[config.mk]
export PLATFORM = sky130hd
export DESIGN_NAME = riscvCore
export DESIGN_NICKNAME = d
export VERILOG_FILES = /design/src/logic/pipePkg.sv /design/src/logic/isaPkg.sv /design/src/logic/riscvCore.sv /design/src/logic/dataPath.sv /design/src/logic/hazardUnit.sv /design/src/logic/regFile.sv /design/src/logic/decoder.sv /design/src/logic/alu.sv
export VERILOG_INCLUDE_DIRS = /design/src /design/src/logic
export SDC_FILE = /design/constraint.sdc
export NUM_CORES = 2
export LEC_CHECK = 0
export ABC_AREA = 1
export ABC_CLOCK_PERIOD_IN_PS = 5300
export BUFFER_PORTS_ARGS = -buffer_cell sky130_fd_sc_hd__buf_2
export CELL_PAD_IN_SITES_DETAIL_PLACEMENT = 1
export CELL_PAD_IN_SITES_GLOBAL_PLACEMENT = 1
export CORE_MARGIN = 10
export CORE_UTILIZATION = 43
export CTS_BUF_LIST = sky130_fd_sc_hd__clkbuf_16
export DETAILED_ROUTE_END_ITERATION = 16
export PLACE_DENSITY = 0.81
export SLEW_MARGIN = 15
export SYNTH_ARGS = -nofsm -noshare
export SYNTH_HDL_FRONTEND = slang
export SYNTH_HIERARCHICAL = 1
export SYNTH_SLANG_ARGS = --single-unit
[constraint.sdc]
create_clock -name clk -period 5.3 [get_ports clk]
set_input_delay 0.53 -clock clk [delete_from_list [all_inputs] [get_ports clk]]
set_output_delay 0.53 -clock clk [all_outputs]
set_load 0.005 [all_outputs]
[src/logic/riscv_config.svh]
`ifndef RISCV_CONFIG_SVH
`define RISCV_CONFIG_SVH

// data and address width
`define XLEN 32

// address of the first fetch
`define RESET_PC 32'h0000_0000

// architectural registers, x0 included
`define REG_COUNT 32

`endif
[src/logic/pipePkg.sv]
`default_nettype none

package pipePkg;

	typedef enum logic [3:0] {
		aluAdd,
		aluSub,
		aluAnd,
		aluOr,
		aluXor,
		aluSlt,
		aluSll,
		aluSrl,
		aluPassB
	} aluOpT;

	// writeback source
	typedef enum logic [1:0] {wbAlu, wbMem, wbPcPlus4} wbSelT;

	// operand source, register file or a later stage
	typedef enum logic [1:0] {fwdReg, fwdMem, fwdWb} fwdSelT;

endpackage

`default_nettype wire

[src/logic/isaPkg.sv]
`default_nettype none

package isaPkg;

	// major opcodes of the supported subset
	typedef enum logic [6:0] {
		opImm    = 7'b0010011,
		opReg    = 7'b0110011,
		opLoad   = 7'b0000011,
		opStore  = 7'b0100011,
		opBranch = 7'b1100011,
		opJal    = 7'b1101111,
		opLui    = 7'b0110111
	} opcodeT;

	typedef enum logic [2:0] {
		f3AddSub = 3'b000,
		f3Sll    = 3'b001,
		f3Slt    = 3'b010,
		f3Xor    = 3'b100,
		f3Srl    = 3'b101,
		f3Or     = 3'b110,
		f3And    = 3'b111
	} funct3T;

	// branch codes share encodings with the ALU ones
	localparam funct3T f3Beq = f3AddSub;
	localparam funct3T f3Bne = f3Sll;

endpackage

`default_nettype wire

[src/logic/riscvCore.sv]
`timescale 1ns/10ps
`default_nettype none
`include "riscv_config.svh"

module riscvCore (
	input  logic             clk, reset,
	input  logic [`XLEN-1:0] instr, readData,
	output logic [`XLEN-1:0] pc, memAddr, memWriteData,
	output logic             memWrite, fetchStall
);
	import pipePkg::*;

	localparam int regAddrW = $clog2(`REG_COUNT);

	logic [regAddrW-1:0] rs1Addr, rs2Addr, rdAddr, rs1Ex, rs2Ex, rdEx, rdMem;
	logic [`XLEN-1:0] rs1Data, rs2Data, rdData;
	logic regWrite, regWriteEx, regWriteMem, branchDec, jumpDec;
	logic stallFetch, stallDecode, flushExecute;
	wbSelT wbSelEx;
	fwdSelT fwdRs1Dec, fwdRs2Dec, fwdRs1Ex, fwdRs2Ex;

	dataPath pipeline (.*);

	regFile registers (.*);

	hazardUnit hazards (
		.rs1Dec(rs1Addr), .rs2Dec(rs2Addr), .rs1Ex, .rs2Ex, .rdEx, .rdMem, .rdWb(rdAddr),
		.regWriteEx, .regWriteMem, .regWriteWb(regWrite), .wbSelEx, .branchDec, .jumpDec,
		.stallFetch, .stallDecode, .flushExecute,
		.fwdRs1Dec, .fwdRs2Dec, .fwdRs1Ex, .fwdRs2Ex
	);

endmodule

`default_nettype wire

[src/logic/dataPath.sv]
`timescale 1ns/10ps
`default_nettype none
`include "riscv_config.svh"

module dataPath (
	input  logic                          clk, reset,
	input  logic [`XLEN-1:0]              instr, readData, rs1Data, rs2Data,
	input  logic                          stallFetch, stallDecode, flushExecute,
	input  pipePkg::fwdSelT               fwdRs1Dec, fwdRs2Dec, fwdRs1Ex, fwdRs2Ex,
	output logic [`XLEN-1:0]              pc, memAddr, memWriteData,
	output logic                          memWrite, fetchStall,
	output logic [$clog2(`REG_COUNT)-1:0] rs1Addr, rs2Addr,
	output logic                          regWrite,
	output logic [$clog2(`REG_COUNT)-1:0] rdAddr,
	output logic [`XLEN-1:0]              rdData,
	output logic [$clog2(`REG_COUNT)-1:0] rs1Ex, rs2Ex, rdEx, rdMem,
	output logic                          regWriteEx, regWriteMem,
	output pipePkg::wbSelT                wbSelEx,
	output logic                          branchDec, jumpDec
);
	import pipePkg::*;

	localparam int regAddrW = $clog2(`REG_COUNT);

	logic [`XLEN-1:0] pcDec, instrDec, immDec, opADec, opBDec;
	logic validDec;
	logic [regAddrW-1:0] rdDec;
	aluOpT aluOpDec, aluOpEx;
	logic useImmDec, regWriteDec, memWriteDec, branchOnEqualDec;
	wbSelT wbSelDec, wbSelMem;
	logic branchTaken, redirect;
	logic [`XLEN-1:0] pcPlus4Ex, opAEx, opBEx, immEx, srcAEx, srcBEx, aluResultEx;
	logic useImmEx, memWriteEx;
	logic [`XLEN-1:0] aluResultMem, pcPlus4Mem, resultMem;

	function automatic logic [`XLEN-1:0] pickOperand(input fwdSelT sel,
			input logic [`XLEN-1:0] regVal, memVal, wbVal);
		case (sel)
			fwdMem:  return memVal;
			fwdWb:   return wbVal;
			default: return regVal;
		endcase
	endfunction

	// fetch
	always_ff @(posedge clk) begin
		if (reset)
			pc <= `RESET_PC;
		else if (redirect)
			pc <= pcDec + immDec;
		else if (!stallFetch)
			pc <= pc + `XLEN'(4);
	end

	// word after a redirect is dropped in decode
	always_ff @(posedge clk) begin
		if (reset)
			validDec <= 1'b0;
		else if (!stallDecode)
			validDec <= !redirect;
	end

	always_ff @(posedge clk) begin
		if (!stallDecode)
			pcDec <= pc;
	end

	assign instrDec = validDec ? instr : '0;

	decoder decodeUnit (
		.instr(instrDec), .rs1Addr(rs1Addr), .rs2Addr(rs2Addr), .rdAddr(rdDec),
		.imm(immDec), .aluOp(aluOpDec), .useImm(useImmDec), .regWrite(regWriteDec),
		.memWrite(memWriteDec), .wbSel(wbSelDec), .isBranch(branchDec), .isJal(jumpDec),
		.branchOnEqual(branchOnEqualDec)
	);

	// branch resolution in decode
	assign opADec = pickOperand(fwdRs1Dec, rs1Data, resultMem, rdData);
	assign opBDec = pickOperand(fwdRs2Dec, rs2Data, resultMem, rdData);
	assign branchTaken = branchDec && ((opADec == opBDec) == branchOnEqualDec);
	assign redirect = (branchTaken || jumpDec) && !stallDecode;
	assign fetchStall = stallFetch || redirect;

	always_ff @(posedge clk) begin
		if (reset || flushExecute) begin
			regWriteEx <= 1'b0;
			memWriteEx <= 1'b0;
			wbSelEx <= wbAlu;
			aluOpEx <= aluAdd;
			useImmEx <= 1'b0;
			rdEx <= '0;
			rs1Ex <= '0;
			rs2Ex <= '0;
		end else begin
			regWriteEx <= regWriteDec;
			memWriteEx <= memWriteDec;
			wbSelEx <= wbSelDec;
			aluOpEx <= aluOpDec;
			useImmEx <= useImmDec;
			rdEx <= rdDec;
			rs1Ex <= rs1Addr;
			rs2Ex <= rs2Addr;
		end
	end

	always_ff @(posedge clk) begin
		pcPlus4Ex <= pcDec + `XLEN'(4);
		opAEx <= opADec;
		opBEx <= opBDec;
		immEx <= immDec;
	end

	// execute
	assign srcAEx = pickOperand(fwdRs1Ex, opAEx, resultMem, rdData);
	assign srcBEx = pickOperand(fwdRs2Ex, opBEx, resultMem, rdData);

	alu aluUnit (
		.a(srcAEx), .b(useImmEx ? immEx : srcBEx), .aluOp(aluOpEx), .result(aluResultEx)
	);

	assign memAddr = aluResultEx;
	assign memWriteData = srcBEx;
	assign memWrite = memWriteEx;

	always_ff @(posedge clk) begin
		if (reset) begin
			regWriteMem <= 1'b0;
			rdMem <= '0;
			wbSelMem <= wbAlu;
		end else begin
			regWriteMem <= regWriteEx;
			rdMem <= rdEx;
			wbSelMem <= wbSelEx;
		end
	end

	always_ff @(posedge clk) begin
		aluResultMem <= aluResultEx;
		pcPlus4Mem <= pcPlus4Ex;
	end

	// load data arrives in this stage
	always_comb begin
		case (wbSelMem)
			wbMem:     resultMem = readData;
			wbPcPlus4: resultMem = pcPlus4Mem;
			default:   resultMem = aluResultMem;
		endcase
	end

	always_ff @(posedge clk) begin
		if (reset) begin
			regWrite <= 1'b0;
			rdAddr <= '0;
		end else begin
			regWrite <= regWriteMem;
			rdAddr <= rdMem;
		end
	end

	always_ff @(posedge clk) begin
		rdData <= resultMem;
	end

endmodule

`default_nettype wire

[src/logic/hazardUnit.sv]
`timescale 1ns/10ps
`default_nettype none
`include "riscv_config.svh"

module hazardUnit (
	input  logic [$clog2(`REG_COUNT)-1:0] rs1Dec, rs2Dec, rs1Ex, rs2Ex,
	input  logic [$clog2(`REG_COUNT)-1:0] rdEx, rdMem, rdWb,
	input  logic                          regWriteEx, regWriteMem, regWriteWb,
	input  pipePkg::wbSelT                wbSelEx,
	input  logic                          branchDec, jumpDec,
	output logic                          stallFetch, stallDecode, flushExecute,
	output pipePkg::fwdSelT               fwdRs1Dec, fwdRs2Dec, fwdRs1Ex, fwdRs2Ex
);
	import pipePkg::*;

	localparam int regAddrW = $clog2(`REG_COUNT);

	logic exWritesRs1, exWritesRs2;
	logic loadUse, branchWait;

	// memory stage has priority over writeback
	function automatic fwdSelT pickSource(input logic [regAddrW-1:0] src,
			input logic [regAddrW-1:0] rdM, rdW, input logic wrM, wrW);
		if (src != '0 && wrM && rdM == src)
			return fwdMem;
		if (src != '0 && wrW && rdW == src)
			return fwdWb;
		return fwdReg;
	endfunction

	always_comb begin
		fwdRs1Dec = pickSource(rs1Dec, rdMem, rdWb, regWriteMem, regWriteWb);
		fwdRs2Dec = pickSource(rs2Dec, rdMem, rdWb, regWriteMem, regWriteWb);
		fwdRs1Ex = pickSource(rs1Ex, rdMem, rdWb, regWriteMem, regWriteWb);
		fwdRs2Ex = pickSource(rs2Ex, rdMem, rdWb, regWriteMem, regWriteWb);
	end

	assign exWritesRs1 = regWriteEx && rdEx != '0 && rdEx == rs1Dec;
	assign exWritesRs2 = regWriteEx && rdEx != '0 && rdEx == rs2Dec;

	// jal reads no register
	assign loadUse = wbSelEx == wbMem && (exWritesRs1 || exWritesRs2) && !jumpDec;

	// branch compare in decode cannot see a result still in execute
	assign branchWait = branchDec && (exWritesRs1 || exWritesRs2);

	assign stallFetch = loadUse || branchWait;
	assign stallDecode = stallFetch;
	assign flushExecute = stallFetch;

endmodule

`default_nettype wire

[src/logic/regFile.sv]
`timescale 1ns/10ps
`default_nettype none
`include "riscv_config.svh"

module regFile (
	input  logic                          clk, reset,
	input  logic [$clog2(`REG_COUNT)-1:0] rs1Addr, rs2Addr,
	input  logic                          regWrite,
	input  logic [$clog2(`REG_COUNT)-1:0] rdAddr,
	input  logic [`XLEN-1:0]              rdData,
	output logic [`XLEN-1:0]              rs1Data, rs2Data
);
	logic [`XLEN-1:0] regs [`REG_COUNT];

	always_ff @(posedge clk) begin
		if (reset) begin
			for (int i = 0; i < `REG_COUNT; i++)
				regs[i] <= '0;
		end else if (regWrite && rdAddr != '0) begin
			regs[rdAddr] <= rdData;
		end
	end

	// same-cycle write is visible to the reads
	always_comb begin
		if (rs1Addr == '0)
			rs1Data = '0;
		else if (regWrite && rdAddr == rs1Addr)
			rs1Data = rdData;
		else
			rs1Data = regs[rs1Addr];
		if (rs2Addr == '0)
			rs2Data = '0;
		else if (regWrite && rdAddr == rs2Addr)
			rs2Data = rdData;
		else
			rs2Data = regs[rs2Addr];
	end

endmodule

`default_nettype wire

[src/logic/decoder.sv]
`timescale 1ns/10ps
`default_nettype none
`include "riscv_config.svh"

module decoder (
	input  logic [`XLEN-1:0]              instr,
	output logic [$clog2(`REG_COUNT)-1:0] rs1Addr, rs2Addr, rdAddr,
	output logic [`XLEN-1:0]              imm,
	output pipePkg::aluOpT                aluOp,
	output logic                          useImm, regWrite, memWrite,
	output pipePkg::wbSelT                wbSel,
	output logic                          isBranch, isJal, branchOnEqual
);
	import isaPkg::*;
	import pipePkg::*;

	opcodeT opcode;
	funct3T funct3;
	logic readsRs1, readsRs2;
	logic [`XLEN-1:0] immI, immS, immB, immJ, immU;

	assign opcode = opcodeT'(instr[6:0]);
	assign funct3 = funct3T'(instr[14:12]);

	assign immI = {{20{instr[31]}}, instr[31:20]};
	assign immS = {{20{instr[31]}}, instr[31:25], instr[11:7]};
	assign immB = {{19{instr[31]}}, instr[31], instr[7], instr[30:25], instr[11:8], 1'b0};
	assign immJ = {{11{instr[31]}}, instr[31], instr[19:12], instr[20], instr[30:21], 1'b0};
	assign immU = {instr[31:12], 12'b0};

	// unread operands show as x0 so they never cause a hazard
	assign rs1Addr = readsRs1 ? instr[19:15] : '0;
	assign rs2Addr = readsRs2 ? instr[24:20] : '0;
	assign rdAddr = instr[11:7];

	always_comb begin
		imm = '0;
		aluOp = aluAdd;
		useImm = 1'b0;
		regWrite = 1'b0;
		memWrite = 1'b0;
		wbSel = wbAlu;
		isBranch = 1'b0;
		isJal = 1'b0;
		branchOnEqual = 1'b0;
		readsRs1 = 1'b0;
		readsRs2 = 1'b0;
		case (opcode)
			opImm, opReg: begin
				readsRs1 = 1'b1;
				readsRs2 = (opcode == opReg);
				useImm = (opcode == opImm);
				imm = immI;
				regWrite = 1'b1;
				case (funct3)
					f3AddSub: aluOp = (opcode == opReg && instr[30]) ? aluSub : aluAdd;
					f3Sll:    aluOp = aluSll;
					f3Slt:    aluOp = aluSlt;
					f3Xor:    aluOp = aluXor;
					f3Srl:    aluOp = aluSrl;
					f3Or:     aluOp = aluOr;
					f3And:    aluOp = aluAnd;
					default:  regWrite = 1'b0;
				endcase
			end
			opLoad: begin
				readsRs1 = 1'b1;
				useImm = 1'b1;
				imm = immI;
				regWrite = 1'b1;
				wbSel = wbMem;
			end
			opStore: begin
				readsRs1 = 1'b1;
				readsRs2 = 1'b1;
				useImm = 1'b1;
				imm = immS;
				memWrite = 1'b1;
			end
			opBranch: begin
				imm = immB;
				if (funct3 == f3Beq || funct3 == f3Bne) begin
					isBranch = 1'b1;
					branchOnEqual = (funct3 == f3Beq);
					readsRs1 = 1'b1;
					readsRs2 = 1'b1;
				end
			end
			opJal: begin
				imm = immJ;
				isJal = 1'b1;
				regWrite = 1'b1;
				wbSel = wbPcPlus4;
			end
			opLui: begin
				imm = immU;
				useImm = 1'b1;
				aluOp = aluPassB;
				regWrite = 1'b1;
			end
			default: begin
				// anything else is a no-op
				regWrite = 1'b0;
			end
		endcase
	end

endmodule

`default_nettype wire

[src/logic/alu.sv]
`timescale 1ns/10ps
`default_nettype none
`include "riscv_config.svh"

module alu (
	input  logic [`XLEN-1:0] a, b,
	input  pipePkg::aluOpT   aluOp,
	output logic [`XLEN-1:0] result
);
	import pipePkg::*;

	always_comb begin
		case (aluOp)
			aluAdd:   result = a + b;
			aluSub:   result = a - b;
			aluAnd:   result = a & b;
			aluOr:    result = a | b;
			aluXor:   result = a ^ b;
			// signed compare
			aluSlt:   result = {{(`XLEN-1){1'b0}}, $signed(a) < $signed(b)};
			aluSll:   result = a << b[4:0];
			aluSrl:   result = a >> b[4:0];
			aluPassB: result = b;
			default:  result = '0;
		endcase
	end

endmodule

`default_nettype wire

# Yosys cells after proc, flatten, opt, wreduce, memory -nomap -nowiden
# Memory sizes are Yosys's and may differ from the RTL's.
# Cells that the tools add are included.
dict set report op_classes {
  n_addsub 5
  order_cmp 1
  eq_ne 45
  shift 2
  mux 68
  bitwise 3
  reduce_logical 54
}
# cell count
set ops {}
lappend ops {{32-bit case mux with 2 select lines} 5}
lappend ops {{32-bit 2-to-1 mux} 9}
lappend ops {{32-bit case mux with 9 select lines} 1}
lappend ops {{32-bit case mux with 5 select lines} 1}
lappend ops {{32-bit by 3-bit adder with 32-bit output, second input constant} 2}
lappend ops {{32-bit adder} 2}
lappend ops {{5-bit == test} 10}
lappend ops {{32-bit AND} 1}
lappend ops {{32-bit == test} 1}
lappend ops {{32-bit < comparator} 1}
lappend ops {{2-bit 2-to-1 mux} 16}
lappend ops {{32-bit OR} 1}
lappend ops {{32-bit OR reduction} 1}
lappend ops {{32-bit by 5-bit left shift with 32-bit output} 1}
lappend ops {{32-bit by 5-bit >> shifter with 32-bit output} 1}
lappend ops {{32-bit subtractor} 1}
lappend ops {{32-bit bitwise XOR} 1}
lappend ops {{5-bit nonzero test} 6}
lappend ops {{1-bit logical AND} 28}
lappend ops {{1-bit 2-to-1 mux} 26}
lappend ops {{7-bit by 6-bit == test with 1-bit output, second input constant} 3}
lappend ops {{3-bit case mux with 7 select lines} 1}
lappend ops {{4-bit by 3-bit == test with 1-bit output, second input constant} 4}
lappend ops {{5-bit 2-to-1 mux} 3}
lappend ops {{26 further kinds} 52}
dict set report word_totals {
  reg_bits 327
  ram_bits 1024
  input_bits 66
  output_inout_bits 98
  memories 1
}
# memory depth width read_ports rd_ports_with_merged_regs wr line
set memory_table {}
lappend memory_table {registers.regs 32 32 2 0 32 regFile.sv:13} ;# logic [`XLEN-1:0] regs [`REG_COUNT];

# Longest topological paths before layout
dict set report logic_depth {
  depth_word 21
  mapped_depth 44
}

# Hierarchy
# The synthesis kept the hierarchy.
# module instances cells_each area_each_um2
set by_module_without_submodules {}
lappend by_module_without_submodules {regFile 1 7428 57989.4}
lappend by_module_without_submodules {dataPath 1 2314 16425.8}
lappend by_module_without_submodules {alu 1 2048 9877.0}
lappend by_module_without_submodules {hazardUnit 1 211 948.4}
lappend by_module_without_submodules {decoder 1 168 845.8}

# Least setup slack after synthesis
# Ideal clock, no wire load.
dict set report synth_timing {
  kind {register to output}
  startpoint {register pipeline.validDec}
  endpoint {output port fetchStall}
  arrival_ns 4.850
  path_slack_ns -0.080
  stages_incl_launch_ff 36
  path_buffers 7
  path_cell_list {dfxtp_1 clkbuf_1 clkbuf_1 nand2_1 inv_1 nand2_2 nor2_4 nand3_1 buf_2 a21boi_0 inv_1 nand2_1 o21ai_2 nand3b_1 nor2_2 inv_1 ha_1 clkbuf_1 inv_2 buf_1 nor2_1 a21oi_1 nand2_1 nand2_1 nand2_1 nor2_1 nand2_1 nor2_1 nand2_1 nand2_1 nand3_2 nand2_4 nand2_2 buf_6 buf_6 nand2_1}
}
dict set report synth_via {
  elab_cells_between_ends 79
  cone_classes {eq/ne: 19; mux: 28; reduce/logical: 31; memory: 1}
}
# element line
set synth_rtl {}
lappend synth_rtl {{start: declaration} dataPath.sv:26} ;# logic validDec;
lappend synth_rtl {{start signal: assignment} dataPath.sv:60} ;# validDec <= !redirect;
lappend synth_rtl {{32-bit 2-to-1 mux *} dataPath.sv:68} ;# assign instrDec = validDec ? instr : '0;
lappend synth_rtl {{via pipeline.instrDec[5]} dataPath.sv:25} ;# logic [`XLEN-1:0] pcDec, instrDec, immDec, opADec, opBDec;
lappend synth_rtl {{7-bit by 6-bit == test with 1-bit output (tied with other cells)} decoder.sv:48} ;# case (opcode)
lappend synth_rtl {{4-bit OR reduction (no line)} n/a}
lappend synth_rtl {{1-bit case mux with 2 select lines *} decoder.sv:48}
lappend synth_rtl {{5-bit 2-to-1 mux *} decoder.sv:32} ;# assign rs1Addr = readsRs1 ? instr[19:15] : '0;
lappend synth_rtl {{via rs1Addr[3]} riscvCore.sv:15} ;# logic [regAddrW-1:0] rs1Addr, rs2Addr, rdAddr, rs1Ex, rs2Ex, rdEx, rdMem;
lappend synth_rtl {{5-bit nonzero test} {hazardUnit.sv:24, hazardUnit.sv:26}}
lappend synth_rtl {{[... 6 more ...]} n/a}
lappend synth_rtl {{via fwdRs1Dec[0]} riscvCore.sv:20} ;# fwdSelT fwdRs1Dec, fwdRs2Dec, fwdRs1Ex, fwdRs2Ex;
lappend synth_rtl {{[... 1 more ...]} n/a}
lappend synth_rtl {{32-bit case mux with 2 select lines *} dataPath.sv:38} ;# case (sel)
lappend synth_rtl {{via pipeline.opADec[12]} dataPath.sv:25}
lappend synth_rtl {{32-bit == test *} dataPath.sv:80} ;# assign branchTaken = branchDec && ((opADec == opBDec) == branchOnEqualDec);
lappend synth_rtl {{1-bit == test *} dataPath.sv:80}
lappend synth_rtl {{1-bit logical AND *} dataPath.sv:80}
lappend synth_rtl {{1-bit logical OR *} dataPath.sv:81} ;# assign redirect = (branchTaken || jumpDec) && !stallDecode;
lappend synth_rtl {{1-bit logical AND *} dataPath.sv:81}
lappend synth_rtl {{1-bit logical OR *} dataPath.sv:82} ;# assign fetchStall = stallFetch || redirect;
lappend synth_rtl {{end: declaration} riscvCore.sv:9} ;# output logic memWrite, fetchStall
# Mark *: on every way through the listed nets, which the timed path passes. The rest lies on a longest branch. The select of a mux whose other input is x is not followed.

# Final worst setup path
dict set report layout_timing {
  startpoint {register pipeline.validDec}
  endpoint {output port fetchStall}
}
dict set report layout_via {
  elab_cells_between_ends 79
  cone_classes {eq/ne: 19; mux: 28; reduce/logical: 31; memory: 1}
}
# element line
set layout_rtl {}
lappend layout_rtl {{32-bit 2-to-1 mux *} dataPath.sv:68}
lappend layout_rtl {{via pipeline.instrDec[0]} dataPath.sv:25}
lappend layout_rtl {{7-bit by 6-bit == test with 1-bit output / 7-bit by 5-bit == test with 1-bit output (equally long branches)} {decoder.sv:48, decoder.sv:51}}
lappend layout_rtl {{2-bit OR reduction} n/a}
lappend layout_rtl {{1-bit case mux with 3 select lines *} decoder.sv:48}
lappend layout_rtl {{5-bit 2-to-1 mux *} decoder.sv:33} ;# assign rs2Addr = readsRs2 ? instr[24:20] : '0;
lappend layout_rtl {{via rs2Addr[0]} riscvCore.sv:15}
lappend layout_rtl {{parallel branches: the longest is 3 deep, another holds memory read 32 x 32 bit} n/a}
lappend layout_rtl {{[... 1 more ...]} n/a}
lappend layout_rtl {{via rs2Data[4]} riscvCore.sv:16} ;# logic [`XLEN-1:0] rs1Data, rs2Data, rdData;
lappend layout_rtl {{32-bit case mux with 2 select lines *} dataPath.sv:38}
lappend layout_rtl {{via pipeline.opBDec[4]} dataPath.sv:25}
lappend layout_rtl {{32-bit == test *} dataPath.sv:80}
lappend layout_rtl {{1-bit == test *} dataPath.sv:80}
lappend layout_rtl {{1-bit logical AND *} dataPath.sv:80}
lappend layout_rtl {{1-bit logical OR *} dataPath.sv:81}
lappend layout_rtl {{1-bit logical AND *} dataPath.sv:81}
lappend layout_rtl {{1-bit logical OR *} dataPath.sv:82}
# Mark *: on every way through the listed nets, which the timed path passes. The select of a mux whose other input is x is not followed.

==> out/results.txt <==
Reg2Reg Depth - 36
max-slew violation count - 0
hold path depth - 5
multi-input logic area - 0.0456 sq mm
Worst setup SP type - flip-flop
Crit-path slowest cell - dfxtp_4
# H-tree levels - 4
initial antenna violation count - 24
worst hold slack - 0.0947 ns
crit path kind - flip-flop to output port
max_cap viols - 0
Async SR Flop Fraction - 0%
CP bufs+invs - 13
Placer Congestion - 1.02
R2R Path End - pipeline/aluResultMem[2]$_DFF_P_
FMAX - 0.163 GHz
area of the die - 0.218 sq mm
Max stage delay on crit path - 0.38 ns
Chip Width - 467 um
hold path start - instr[9]
failing checks - negative setup slack
Critical Path AT - 5.60 ns
share of layout cells above drive strength 1 - 25.7%
Worst-path clk slew - 0.06 ns
number of library cell types mapped by synthesis - 57
Avg WL per Cell - 29.8 um
1st-iter DRT viols - 13300
initial core utilization - 43.2%
FF+latch area - 0.0376 sq mm
hold crit path type - primary input to flip-flop
P per Cell Area - 220 mW/mm^2
Clock Path Buffers - 3
peak supply drop - 278 uV
Clock Skew - 0.0691 ns
CP top delay family - simple AND/OR/NAND/NOR gates
DR pass1 iterations - 6
first-pass GRT wire length - 669000 um
largest net degree at the start of global routing - 67
most used cell, CP - nand2_1
Mean Syn Cell Area - 7.07 sq um
outcome - finished, violations left
crit path to - fetchStall
RSZ-0062 raised after global routing - true
YS warnings - 6
net count of the finished layout - 13700
row cnt - 164
post-synth top area cell - edfxtp_1
Vias - 100000
register bit total from synthesis - 1351
Die Span Y - 467 um
DRT Wirelength - 484000 um
DRC viols - 0
Core ar. - 0.199 sq mm
total global-route track usage - 41.0%
Final setup viols - 52
top cells by area, synth - edfxtp_1 37%, nand2_1 14%, nand3_1 9.6%
R2R setup slack - -0.12 ns
IO buf count - 163
Overall Power - 25300 uW
DR vias/cell - 6.16
pre-CTS setup slack - -0.627 ns
worst-skew pair later-pin latency - 0.85 ns
Rel. slew slack - 13.2%
total congestion overflow - 0
fin crit period - 6.13 ns
worst path required time - 4.77 ns
Main synth FF type - edfxtp_1
post-synthesis cell area - 0.0861 sq mm
# IOs - 164
Post-Place Cells - 15600
ANT nets after route - 0
vias in the first global route - 101000
crit end category - output port
Worst Path Max Fanout - 16
actual slew at the worst max-slew pin - 1.30 ns
Synth Instances - 12200
clk sinks - 1351
CTS Buf Count - 159
Crit. Startpoint - pipeline/validDec$_SDFFE_PP0N_
PnR worst setup slack - -0.829 ns
Final Hold Fails - 0
Layout Cells excl Fill - 16200
fill count - 24500
Stages on worst setup path - 37
FF-to-FF Start - pipeline/rdMem[4]$_SDFF_PP0_
share of the synthesized area in the top cell type - 36.8%
Area Overhead vs Synth - 33.4%
CTS tree - done
detailed placement HPWL - 323000 um
number of synthesized flops with an enable pin - 1056
Pleak - 0.0484 uW
Seq/Total Area, Yosys - 43.7%
fin crit share - 116%
Clock Tree Root - clkbuf_16
## sequential cells by signal, indices dropped and copies added (netlist names), 4 cells and up
name / flops
pipeline/aluOpEx: 4
pipeline/aluResultMem: 32
pipeline/immEx: 32
pipeline/opAEx: 32
pipeline/opBEx: 32
pipeline/pc: 32
pipeline/pcDec: 32
pipeline/pcPlus4Ex: 32
pipeline/pcPlus4Mem: 32
pipeline/rdAddr: 5
pipeline/rdData: 32
pipeline/rdEx: 5
pipeline/rdMem: 5
pipeline/rs1Ex: 5
pipeline/rs2Ex: 5
registers/regs: 1024
## power breakdown
| part | internal [uW] | total [uW] | switching (uW) |
|---|---|---|---|
| clock network | 6150 | 11000 | 4860 |
| logic | 765 | 2410 | 1640 |
| registers | 11700 | 11900 | 189 |
## cell type report
type | count | share of cell area (%)
clock inverter | 127 | 0.886
clock buffer | 161 | 3.51
multi-input combinational | 8725 | 39.7
inverter | 1282 | 4.30
tap | 2656 | 2.89
timing repair buffer | 1921 | 15.9
antenna | 9 | 0.0196
sequential | 1351 | 32.8
timing repair inverter | 2 | 0.0163
## cells in the final DEF (no fill, tap or decap), types with 47 or more instances in the layout
cell type / n
nor2_1: 1649
ha_1: 88
a21oi_2: 178
buf_2: 148
nand3_1: 1439
or2_2: 61
dfxtp_1: 286
clkbuf_16: 196
nand4_1: 47
nor2_4: 62
nand3_2: 191
a22oi_2: 49
inv_2: 120
a21oi_1: 370
buf_6: 189
xor2_1: 57
edfxtp_1: 1056
nand2_1: 2874
nor2_2: 78
nand2_2: 292
o21ai_0: 447
inv_1: 1161
buf_4: 1330
buf_12: 161
nand2_4: 81
o211ai_1: 218
o21ai_1: 93
## cell families (layout without fill, tap and decap cells)
group	count (synthesis)	count (layout)	synth area share (%)
buf+inv	2126	3493	9.72
mux	1	1	0.0116
other cells	1	41	0.00436
fa+ha+maj	146	146	2.15
flops	1351	1351	43.7
simple gates	6953	6955	33.7
xor+xnor	93	93	0.946
compound gates	1498	1498	9.78
## per-layer routing
layer,vias up,GRT usage (%),share of wire (%),wire length (um)
met3,1878,10.9,13,60700
li1,42200,-,-,-
met1,49300,52.8,37,181000
met4,14,24.8,7.4,35800
met5,-,0,0.018,86
met2,6779,61.4,43,206000
## cells in the mapped netlist (49+ instances only)
master    instances
xor2_1           57
nor2_1         1775
dfxtp_1         295
edfxtp_1       1056
or2_2            64
a21oi_1         566
buf_1            80
o21ai_0         542
ha_1            143
buf_2           185
nand3_1        1644
nand2_1        3235
a22oi_1          65
nor3_1           49
o211ai_1        218
clkbuf_1        548
inv_1          1251
## worst min-delay path by stage
| stage | end | slack (ns) |
|---|---|---|
| after floorplan | pipeline/pcPlus4Mem[0]$_DFF_P_ | 0.31 |
| after global placement | pipeline/pcPlus4Mem[14]$_DFF_P_ | 0.31 |
| after detailed placement | pipeline/pcPlus4Mem[16]$_DFF_P_ | 0.31 |
| after CTS | pipeline/rdEx[0]$_SDFF_PP0_ | 0.002 |
| after global routing | pipeline/rdEx[2]$_SDFF_PP0_ | 0.09 |
| final | pipeline/rdEx[2]$_SDFF_PP0_ | 0.09 |
## tightest hold or removal path, cell delays in order
cell and delay, ns:
buf_2 0.10, nand2_1 0.06, inv_1 0.06, inv_1 0.08, nor2_1 0.05
## timing repair
action,CTS,global route
hold buffers,2,0
gates cloned,17,38
pin swaps,300,191
resized for setup,1080,740
setup endpoints to repair,66,67
hold endpoints to repair,2,0
buffers inserted,212,104
## through the flow
| stage | TNS (ns) | utilization [%] | instance area, sq um |
|---|---|---|---|
| 3_5_place_dp | -20.17 | 49.8 | 99300 |
| 3_3_place_gp | -15.11 | 49.8 | 99300 |
| 6_report | -7.56 | 57.6 | 115000 |
| 5_1_grt | -18.15 | 57.6 | 115000 |
| 2_1_floorplan | 0 | - | 86200 |
| 4_1_cts | -5.05 | 55.4 | 110000 |
(Power assumes the default switching activity.)
